[src/rtl/cpuPkg.sv]
package cpuPkg;

  localparam int WordWidth = 16;
  localparam int NumRegs = 8;
  localparam int ImmWidth = 6;                    // Signed immediate in IR[11:6]

  typedef logic [WordWidth-1:0] wordT;
  typedef logic [$clog2(NumRegs)-1:0] regIdxT;
  typedef logic [ImmWidth-1:0] immT;

  localparam wordT ResetVector = '0;             // First fetch address

  typedef enum logic [3:0] {
    OpAdd  = 4'h0,
    OpSub  = 4'h1,
    OpAnd  = 4'h2,
    OpOr   = 4'h3,
    OpXor  = 4'h4,
    OpAddi = 4'h5,
    OpLd   = 4'h6,
    OpSt   = 4'h7,
    OpBz   = 4'h8,
    OpJal  = 4'h9,
    OpJr   = 4'ha,
    OpHalt = 4'hb
  } opcodeT;

  typedef enum logic [2:0] {
    AluAdd, AluSub, AluAnd, AluOr, AluXor, AluPass1, AluPass2
  } aluOpT;

  typedef enum logic {Op1Reg, Op1Pc} op1SelT;
  typedef enum logic {Op2Imm, Op2Reg} op2SelT;

  typedef enum logic [2:0] {
    BusNone, BusAluOut, BusPc, BusLr, BusMem
  } busSrcT;

  // PcAluRes lets BZ load its target while the ALU is still adding
  typedef enum logic [1:0] {PcLr, PcAluOut, PcInc, PcAluRes} pcSelT;

  typedef enum logic [2:0] {
    StFetch, StExecute, StMemAddr, StMemAccess, StWriteback, StHalted
  } cpuStateT;

  typedef struct packed {
    aluOpT  aluOp;
    op1SelT op1Sel;
    op2SelT op2Sel;
    busSrcT busSrc;
    pcSelT  pcSel;
    logic   pcWe;
    logic   irWe;
    logic   regWe;
    logic   lrWe;
    logic   marWe;
    logic   addrFromMar;                         // Memory address from MAR, else PC
    logic   memWe;
    logic   memRe;
  } ctrlT;

endpackage

[src/rtl/regBlock.sv]
`timescale 1ns/1ps

module regBlock
  import cpuPkg::*;
(
  input  logic   Clock,
  input  logic   nReset,
  input  regIdxT Rs1,
  input  regIdxT Rs2,
  input  regIdxT Rd,
  input  logic   We,
  input  wordT   WData,
  output wordT   Rd1,
  output wordT   Rd2
);

  wordT Regs [NumRegs];

  always_ff @(posedge Clock or negedge nReset) begin
    if (!nReset) begin
      for (int i = 0; i < NumRegs; i++) begin
        Regs[i] <= '0;
      end
    end else if (We) begin
      Regs[Rd] <= WData;                         // R0 is writable like the rest
    end
  end

  // Both read ports are combinational
  assign Rd1 = Regs[Rs1];
  assign Rd2 = Regs[Rs2];

endmodule

[src/rtl/alu.sv]
`timescale 1ns/1ps

module alu
  import cpuPkg::*;
(
  input  wordT  Op1,
  input  wordT  Op2,
  input  aluOpT AluOp,
  output wordT  Result,
  output logic  Zflag
);

  always_comb begin
    case (AluOp)
      AluAdd: begin
        Result = Op1 + Op2;
      end
      AluSub: begin
        Result = Op1 - Op2;
      end
      AluAnd: begin
        Result = Op1 & Op2;
      end
      AluOr: begin
        Result = Op1 | Op2;
      end
      AluXor: begin
        Result = Op1 ^ Op2;
      end
      AluPass1: begin
        Result = Op1;                            // BZ test and ST address
      end
      AluPass2: begin
        Result = Op2;                            // ST data
      end
      default: begin
        Result = '0;
      end
    endcase
  end

  assign Zflag = (Result == '0);

endmodule

[src/rtl/datapath.sv]
`timescale 1ns/1ps

module datapath
  import cpuPkg::*;
(
  input  logic   Clock,
  input  logic   nReset,
  input  ctrlT   Ctrl,
  input  wordT   MemRData,
  output wordT   MemAddr,
  output wordT   MemWData,
  output opcodeT Opcode,
  output logic   Zflag
);

  wordT Pc;
  wordT Lr;
  wordT Ir;
  wordT Mar;
  wordT AluOut;                                  // ALU output register
  wordT AluRes;
  wordT Rd1;
  wordT Rd2;
  wordT Op1;
  wordT Op2;
  wordT SignExt;
  wordT SysBus;
  immT  Imm;

  regBlock regBlock_i (
    .Clock (Clock),
    .nReset(nReset),
    .Rs1   (Ir[5:3]),
    .Rs2   (Ir[8:6]),
    .Rd    (Ir[2:0]),
    .We    (Ctrl.regWe),
    .WData (SysBus),
    .Rd1   (Rd1),
    .Rd2   (Rd2)
  );

  alu alu_i (
    .Op1   (Op1),
    .Op2   (Op2),
    .AluOp (Ctrl.aluOp),
    .Result(AluRes),
    .Zflag (Zflag)
  );

  assign Imm = Ir[11:6];
  assign SignExt = {{(WordWidth-ImmWidth){Imm[ImmWidth-1]}}, Imm};

  // Operand selection
  assign Op1 = (Ctrl.op1Sel == Op1Pc) ? Pc : Rd1;
  assign Op2 = (Ctrl.op2Sel == Op2Reg) ? Rd2 : SignExt;

  always_comb begin
    case (Ctrl.busSrc)                           // One driver per cycle
      BusAluOut: SysBus = AluOut;
      BusPc:     SysBus = Pc;
      BusLr:     SysBus = Lr;
      BusMem:    SysBus = MemRData;
      default:   SysBus = '0;
    endcase
  end

  always_ff @(posedge Clock or negedge nReset) begin
    if (!nReset) begin
      Pc <= ResetVector;
    end else if (Ctrl.pcWe) begin
      case (Ctrl.pcSel)
        PcLr:     Pc <= Lr;                      // JR
        PcAluOut: Pc <= AluOut;                  // JAL target
        PcAluRes: Pc <= AluRes;                  // BZ target
        default:  Pc <= Pc + wordT'(1);
      endcase
    end
  end

  always_ff @(posedge Clock or negedge nReset) begin
    if (!nReset) begin
      Ir <= '0;
    end else if (Ctrl.irWe) begin
      Ir <= SysBus;
    end
  end

  always_ff @(posedge Clock) begin
    AluOut <= AluRes;                            // Loads every cycle
    if (Ctrl.lrWe) begin
      Lr <= SysBus;
    end
    if (Ctrl.marWe) begin
      Mar <= SysBus;
    end
  end

  assign MemAddr = Ctrl.addrFromMar ? Mar : Pc;
  assign MemWData = AluOut;
  assign Opcode = opcodeT'(Ir[15:12]);

endmodule

[src/rtl/controlUnit.sv]
`timescale 1ns/1ps

module controlUnit
  import cpuPkg::*;
(
  input  logic   Clock,
  input  logic   nReset,
  input  opcodeT Opcode,
  input  logic   Zflag,
  output ctrlT   Ctrl,
  output logic   Halted
);

  cpuStateT State;
  cpuStateT NextState;
  logic     Running;                             // Low for the first cycle out of reset
  logic     BzTaken;                             // rs1 was zero in BZ EXECUTE

  always_ff @(posedge Clock or negedge nReset) begin
    if (!nReset) begin
      State <= StFetch;
      Running <= 1'b0;
      BzTaken <= 1'b0;
    end else begin
      State <= NextState;
      Running <= 1'b1;
      if (State == StExecute && Opcode == OpBz) begin
        BzTaken <= Zflag;
      end
    end
  end

  always_comb begin
    Ctrl.aluOp = AluAdd;
    Ctrl.op1Sel = Op1Reg;
    Ctrl.op2Sel = Op2Reg;
    Ctrl.busSrc = BusNone;
    Ctrl.pcSel = PcInc;
    Ctrl.pcWe = 1'b0;
    Ctrl.irWe = 1'b0;
    Ctrl.regWe = 1'b0;
    Ctrl.lrWe = 1'b0;
    Ctrl.marWe = 1'b0;
    Ctrl.addrFromMar = 1'b0;
    Ctrl.memWe = 1'b0;
    Ctrl.memRe = 1'b0;
    NextState = State;

    case (State)
      StFetch: begin
        if (Running) begin
          Ctrl.memRe = 1'b1;                     // IR from memory at PC
          Ctrl.busSrc = BusMem;
          Ctrl.irWe = 1'b1;
          Ctrl.pcWe = 1'b1;
          NextState = StExecute;
        end
      end
      StExecute: begin
        NextState = StWriteback;
        case (Opcode)
          OpAdd: Ctrl.aluOp = AluAdd;
          OpSub: Ctrl.aluOp = AluSub;
          OpAnd: Ctrl.aluOp = AluAnd;
          OpOr:  Ctrl.aluOp = AluOr;
          OpXor: Ctrl.aluOp = AluXor;
          OpAddi: Ctrl.op2Sel = Op2Imm;
          OpLd: begin
            Ctrl.op2Sel = Op2Imm;                // rs1 plus offset
            NextState = StMemAddr;
          end
          OpSt: begin
            Ctrl.aluOp = AluPass1;               // Address is rs1
            NextState = StMemAddr;
          end
          OpBz: Ctrl.aluOp = AluPass1;           // Zflag shows rs1 == 0
          OpJal: begin
            Ctrl.op1Sel = Op1Pc;
            Ctrl.op2Sel = Op2Imm;
            Ctrl.busSrc = BusPc;                 // Return address into LR
            Ctrl.lrWe = 1'b1;
          end
          OpJr: begin
            Ctrl.pcSel = PcLr;
            Ctrl.pcWe = 1'b1;
            NextState = StFetch;
          end
          OpHalt: NextState = StHalted;
          default: NextState = StFetch;          // Unused opcodes act as NOP
        endcase
      end
      StMemAddr: begin
        Ctrl.busSrc = BusAluOut;
        Ctrl.marWe = 1'b1;
        if (Opcode == OpSt) begin
          Ctrl.aluOp = AluPass2;                 // rs2 lands in AluOut for the write
        end
        NextState = StMemAccess;
      end
      StMemAccess: begin
        Ctrl.addrFromMar = 1'b1;
        if (Opcode == OpLd) begin
          Ctrl.memRe = 1'b1;
          Ctrl.busSrc = BusMem;
          Ctrl.regWe = 1'b1;
        end else begin
          Ctrl.memWe = 1'b1;
        end
        NextState = StFetch;
      end
      StWriteback: begin
        case (Opcode)
          OpBz: begin
            Ctrl.op1Sel = Op1Pc;
            Ctrl.op2Sel = Op2Imm;
            Ctrl.pcSel = PcAluRes;
            Ctrl.pcWe = BzTaken;
          end
          OpJal: begin
            Ctrl.pcSel = PcAluOut;
            Ctrl.pcWe = 1'b1;
          end
          default: begin
            Ctrl.busSrc = BusAluOut;             // Result into rd
            Ctrl.regWe = 1'b1;
          end
        endcase
        NextState = StFetch;
      end
      StHalted: NextState = StHalted;            // Only reset leaves
      default: NextState = StFetch;
    endcase
  end

  assign Halted = (State == StHalted);

endmodule

[src/rtl/cpuTop.sv]
`timescale 1ns/1ps

module cpuTop
  import cpuPkg::*;
(
  input  logic Clock,
  input  logic nReset,
  input  wordT MemRData,
  output wordT MemAddr,
  output wordT MemWData,
  output logic MemWe,
  output logic MemRe,
  output logic Halted
);

  ctrlT   Ctrl;
  opcodeT Opcode;
  logic   Zflag;

  controlUnit controlUnit_i (
    .Clock (Clock),
    .nReset(nReset),
    .Opcode(Opcode),
    .Zflag (Zflag),
    .Ctrl  (Ctrl),
    .Halted(Halted)
  );

  datapath datapath_i (
    .Clock   (Clock),
    .nReset  (nReset),
    .Ctrl    (Ctrl),
    .MemRData(MemRData),
    .MemAddr (MemAddr),
    .MemWData(MemWData),
    .Opcode  (Opcode),
    .Zflag   (Zflag)
  );

  // Strobes straight from the control word
  assign MemWe = Ctrl.memWe;
  assign MemRe = Ctrl.memRe;

endmodule

[config.mk]
export PLATFORM = sky130hd
export DESIGN_NAME = cpuTop
export DESIGN_NICKNAME = d
export VERILOG_FILES = /design/src/rtl/cpuPkg.sv /design/src/rtl/regBlock.sv /design/src/rtl/alu.sv /design/src/rtl/datapath.sv /design/src/rtl/controlUnit.sv /design/src/rtl/cpuTop.sv
export SDC_FILE = /design/constraint.sdc
export NUM_CORES = 1
export LEC_CHECK = 0
export BUFFER_PORTS_ARGS = -buffer_cell sky130_fd_sc_hd__buf_2
export CAP_MARGIN = 20
export CORE_MARGIN = 3
export CORE_UTILIZATION = 60
export DETAILED_ROUTE_END_ITERATION = 8
export GPL_TIMING_DRIVEN = 1
export PLACE_DENSITY = 0.75
export SYNTH_ARGS = -nofsm -noshare
export SYNTH_HDL_FRONTEND = slang
export SYNTH_SLANG_ARGS = --single-unit
export TNS_END_PERCENT = 50
[constraint.sdc]
create_clock -name Clock -period 7.2 [get_ports Clock]
set_input_delay 1.08 -clock Clock [delete_from_list [all_inputs] [get_ports Clock]]
set_output_delay 1.08 -clock Clock [all_outputs]
set_load 0.02 [all_outputs]
# Word level (Yosys, flattened, before mapping)
# Cells that the tools add are included.
[classes]
bitwise = 6
reduce_logical = 12
n_lt_le_gt_ge = 4
n_addsub = 3
mux = 45
eq_ne = 29
[ops]
columns = ["cell", "count"]
rows = [
  ["bitwise mux 128 bit", 1],
  ["2-to-1 mux 16 bit", 8],
  ["one-hot mux 16 bit (7 select lines)", 1],
  ["binary-select mux 16 bit (select 3 bit)", 2],
  ["one-hot mux 16 bit (4 select lines)", 1],
  ["demux 16 bit (select 3 bit)", 1],
  ["one-hot mux 16 bit (3 select lines)", 1],
  ["one-hot mux 3 bit (5 select lines)", 2],
  ["== test 3 x 2 -> 1 bit, second input constant", 6],
  ["== test 3 bit, second input constant", 6],
  ["adder 16 x 1 -> 16 bit, second input constant", 1],
  ["adder 16 bit", 1],
  ["bitwise AND 16 bit", 1],
  ["== test 4 x 3 -> 1 bit, second input constant", 4],
  ["== test 4 bit, second input constant", 4],
  ["logical NOT 16 bit", 1],
  ["bitwise OR 16 bit", 1],
  ["subtractor 16 bit", 1],
  ["XOR 16 bit", 1],
  ["2-to-1 mux 3 bit", 5],
  [">= comparator 4 bit, second input constant", 3],
  ["NOT 3 -> 4 bit", 3],
  ["one-hot mux 3 bit (2 select lines)", 2],
  ["one-hot mux 3 bit (4 select lines)", 1],
  ["other kinds (20)", 41],
]
[totals]
regBits = 213
word_cells = 115
out_inout_bits = 35
input_bits = 18

# Logic depth before layout (Yosys ltp)
[logic_depth]
depth_word = 8
depth_mapped = 23
depth_no_buf = 20

# Hierarchy
# A second synthesis with hierarchy kept.
[unflattened]
cells_unflattened = 1181
area_unflattened_um2 = 14378.8
[by_module_without_submodules]
columns = ["module", "instances", "area_each_um2", "cells_per_inst", "seq_area_each_um2"]
rows = [
  ["regBlock", 1, 7000.5, 393, 3203.1],
  ["datapath", 1, 4391.7, 368, 2082.0],
  ["alu", 1, 2379.8, 345, 0.0],
  ["controlUnit", 1, 606.8, 75, 125.1],
]

# Least setup slack after synthesis
# Ideal clock, no wire load.
[synth_path]
path_type = "register to register"
startpoint = "reg datapath_i.Ir[13]"
endpoint = "reg controlUnit_i.BzTaken"
path_buffers = 3
stages_incl_launch_ff = 23
path_slack_ns = 2.439
arrival_time_ns = 4.669
setup_ns = 0.092
synth_period_minus_slack_ns = 4.761
t_required_ns = 7.108
path_cell_list = "dfrtp_1 > buf_6 > or3b_1 > buf_6 > a2bb2oi_2 > a21o_1 > buf_6 > a211o_1 > and4_4 > and3_1 > a21oi_1 > xnor2_1 > ha_1 > a21o_1 > a21oi_1 > o211ai_1 > a31o_2 > a21o_1 > a21o_1 > a21oi_1 > o21ai_0 > or4_1 > o31ai_2"
[synth_via]
elab_chain_cells = 8
word_cells_on_any_way = 35
cone_classes = "2 x add/sub; 15 x eq/ne; 10 x mux; 3 x bitwise; 5 x reduce/logical"
[synth_rtl]
columns = ["item", "line_no", "source"]
rows = [
  ["from (decl)", "datapath.sv:18", "wordT Ir;"],
  ["from (signal assigned)", "datapath.sv:84", "Ir <= SysBus;"],
  ["== test 4 x 3 -> 1 bit / == test 4 bit (equally long branches)", "controlUnit.sv:61", "case (Opcode)"],
  ["OR reduction 3 bit (no source line)", "n/a", ""],
  ["2-to-1 mux 1 bit", "controlUnit.sv:61", ""],
  ["one-hot mux 2 bit (2 select lines)", "controlUnit.sv:49", "case (State)"],
  ["2-to-1 mux 16 bit", "datapath.sv:55", "assign Op2 = (Ctrl.op2Sel == Op2Reg) ? Rd2 : SignExt;"],
  ["subtractor 16 bit, or another cell as far along", "alu.sv:19", "Result = Op1 - Op2;"],
  ["one-hot mux 16 bit (7 select lines) *", "alu.sv:14", "case (AluOp)"],
  ["via datapath_i.AluRes[14]", "datapath.sv:21", "wordT AluRes;"],
  ["logical NOT 16 bit *", "alu.sv:42", "assign Zflag = (Result == '0);"],
  ["to (signal assigned)", "controlUnit.sv:28", "BzTaken <= Zflag;"],
  ["to (decl)", "controlUnit.sv:17", "logic BzTaken;"],
]
# Mark *: on every way through the listed nets, which the timed path passes. The rest lies on a longest branch.
# A chain may end at the register's enable or synchronous reset.

# Worst setup path after layout
# Same ends and word-level chain as after synthesis.

==> results <==
- The area inside the core boundary is 21400 sq um.
- The number of synthesized register bits is 213.
- The die covers 23800 sq um.
- The HPWL after detailed placement is 27000 um.
- The average routed wire per standard cell is 23.6 um.
- After the flow finishes, the layout carries non-filler instances totaling 1656.
- The detailed router's first-iteration violation count is 1175.
- The path class of the tightest hold or removal check is flop to flop.
- The CTS H-tree depth is 1.
- The top cell types in the final layout, fill and taps aside, are 163 x sky130_fd_sc_hd__dfrtp_1, 147 x sky130_fd_sc_hd__nor2_1, 144 x sky130_fd_sc_hd__a21oi_1.
- Prior to clock tree synthesis, the placed netlist has a worst setup slack of 1.49 ns.
- The TritonCTS clock tree is done.
- Dividing the synthesized area by the synthesized cell count gives 9.78 sq um.
- The area added between synthesis and finish is 9.63%.
- STA classifies the critical path endpoint as a flop.
- For this design, the sink count on the clock tree is 213.
- Measured against its own limit, the worst slew margin works out to 32.7%.
- The number of global-route vias before repair is 10700.
- For flop-to-flop paths, the worst setup slack is 1.32 ns.
- The data required time at the worst endpoint is 7.64 ns.
- The hold violation count in the final report is 0.
- The initialized floorplan defines 53 standard-cell rows.
- The most common library cell in the layout ignoring fill and taps is sky130_fd_sc_hd__dfrtp_1.
- For the pin with the worst max-slew slack, the measured transition is 1.01 ns.
- The global-route usage over all layers is 32.7%.
- The number of antenna violations at the first check in global routing is 0.
- The antenna diode count is 0.
- The number of max-capacitance violations reported is 0.
- In the routed design, unresolved DRC markers number 0.
- The detailed-router iteration count before antenna repair is 8.
- The total of warnings raised by yosys is 0.
- The worst setup path is of the flop to flop kind.
- The number of hold buffers added after cts is 0.
- The final weighted congestion of routability-driven global placement is 0.972.
- The flow ran to the end, and the final reports show no timing, DRC or antenna violations.
- In this run the count of I/O pins placed on the die edge is 53.
- The insertion delay of the later-clocked pin in the worst-skew pair is 0.54 ns.
- The worst-case setup margin in the final layout is 1.32 ns.
- The final setup TNS is 0 ns.
- The height of the die is 154 um.
- The final cycle utilization of the critical path is 81.7%.
- The first-pass GRT wire length is 61400 um.
- Synthesis instantiated 92 different standard cells from the library.
- The most used flip-flop cell after synthesis is sky130_fd_sc_hd__dfrtp_1.
- The clock input transition at the sequential cells of the worst setup and hold paths is 0.06 ns.
- The worst-path maximum fanout is 18.
- Of all flip-flops after synthesis, the portion carrying an async set or reset was 77.5%.
- The final-report setup violation count is 0.
- The number of placed cells counting well taps is 1610.
- Summed over all layers, the routed wires come to 39100 um.
- The number of gates resized after cts is 0.
- Based on the critical path, the design can be clocked at up to 170 MHz.
- The shortest clock period the worst path allows after layout is 5.88 ns.
- In this run, CTS created clock tree buffers numbering 24.
- After technology mapping, the gate count stands at 1350.
- The via count normalized by instance count is 6.67.
- The total via count after detailed routing is 11000.
- Entering global routing, the biggest net connects 84 pins.
- The root buffer cell chosen for the clock tree is sky130_fd_sc_hd__clkbuf_16.
- After global routing the overflow that remains totals 0.
- Buffers added to address setup during post-CTS repair amount to 0.
- The residual antenna-violating net count after detailed routing is 0.
- Setup repair after global routing left no endpoint under its margin.
- The floorplan die width is 154 um.
- The netlist area before placement is 13200 sq um.
- The final clock skew is 0.0177 ns.
- The number of synthesized flops with an enable pin is 32.
- Data arrives at the worst endpoint at 6.32 ns.
- The port buffer count is 52.
- When the netlist entered floorplanning its net count stood at 1415.
- The maximum buffer depth of the clock tree is 3.
- STA classifies the critical path startpoint as a flop.
- The final net count is 1428.
- For this configuration, the core starts out at a cell density of 61.8%.
- The share of cells above drive strength 1 is 19.0%.
- The sequential-to-total area share from yosys stat is 41.0%.
- The number of pins with negative max-slew slack in the final report is 0.
cell usage after synthesis, drive strengths merged (20+ instances only):
library cell | count | area (sq um)
dfrtp | 165 | 4130
nor2 | 148 | 556
a21oi | 147 | 747
nand2 | 138 | 518
o21ai | 117 | 604
clkbuf | 77 | 289
mux4 | 62 | 1400
inv | 58 | 218
ha | 46 | 576
edfxtp | 32 | 961
buf | 30 | 214
mux2i | 28 | 305
xnor2 | 21 | 184
mux2 | 20 | 225
area by class of cell:
class                      instances  area, sq um
fill                            1631         6880
timing repair buffer              95          609
clock inverter                     8         67.6
sequential                       213         5410
multi-input combinational        970         7080
clock buffer                      36          737
tap                              275          344
inverter                          59          221
logic make-up after synthesis:
| kind of cell | synth area share [%] |
|---|---|
| mux | 14.6 |
| buf+inv | 5.56 |
| fa+ha+maj | 4.51 |
| simple gates | 13.2 |
| other cells | 0.0284 |
| flops | 41.0 |
| compound gates | 19.2 |
| xor+xnor | 1.86 |
worst max-delay path: stages (launching register included):
cell                        delay, ns
sky130_fd_sc_hd__dfrtp_1         0.67
sky130_fd_sc_hd__or3b_1          0.37
sky130_fd_sc_hd__a2bb2oi_2       0.30
sky130_fd_sc_hd__a21o_1          0.60
sky130_fd_sc_hd__mux2i_4         0.40
sky130_fd_sc_hd__and4_4          0.28
sky130_fd_sc_hd__and4bb_1        0.37
sky130_fd_sc_hd__nor2_1          0.09
sky130_fd_sc_hd__xnor2_1         0.13
sky130_fd_sc_hd__ha_1            0.33
sky130_fd_sc_hd__o2111ai_1       0.16
sky130_fd_sc_hd__nor2_1          0.12
sky130_fd_sc_hd__o21ai_0         0.12
sky130_fd_sc_hd__a31oi_1         0.41
sky130_fd_sc_hd__xnor2_1         0.18
sky130_fd_sc_hd__o221ai_1        0.21
sky130_fd_sc_hd__and4bb_1        0.34
sky130_fd_sc_hd__nand3_1         0.07
sky130_fd_sc_hd__or4_1           0.44
sky130_fd_sc_hd__o31ai_2         0.20
per-stage QoR:
step	instance area [sq um]	utilization [%]	hold WS [ns]
floorplan	13200	-	0.458
global placement	13600	63.9	0.476
detailed placement	13600	63.9	0.483
CTS	14400	67.6	0.500
global route	14500	67.8	0.523
finish	14500	67.8	0.500
state kept, by name (all words and copies together) (netlist names):
| name | count |
|---|---|
| datapath_i.MemWData | 16 |
| datapath_i.regBlock_i.Regs | 128 |
| datapath_i.Mar | 16 |
| controlUnit_i.Running | 1 |
| controlUnit_i.BzTaken | 1 |
| datapath_i.Pc | 16 |
| datapath_i.Lr | 16 |
| datapath_i.Ir | 16 |
| controlUnit_i.State | 3 |
worst paths after layout:
check                                               start                             end  depth (start not counted)
min in group asynchronous                          nReset          controlUnit_i.State[0]                          1
max                                     datapath_i.Ir[13]           controlUnit_i.BzTaken                         19
min                        datapath_i.regBlock_i.Regs[25]  datapath_i.regBlock_i.Regs[25]                          2
min reg2reg                datapath_i.regBlock_i.Regs[25]  datapath_i.regBlock_i.Regs[25]                          2
max in group asynchronous                          nReset                datapath_i.Ir[6]                          2
max reg2reg                             datapath_i.Ir[13]           controlUnit_i.BzTaken                         19
layer usage:
metal  track usage (%)  wire length, um
met1              45.5            15700
met2              53.8            18600
met3              5.15             3430
met4              9.50             1330
met5                 0                0
Power is left out: the tool's default activity adds up to more than one toggle a clock period on the data nets, which glitch-free logic cannot reach.
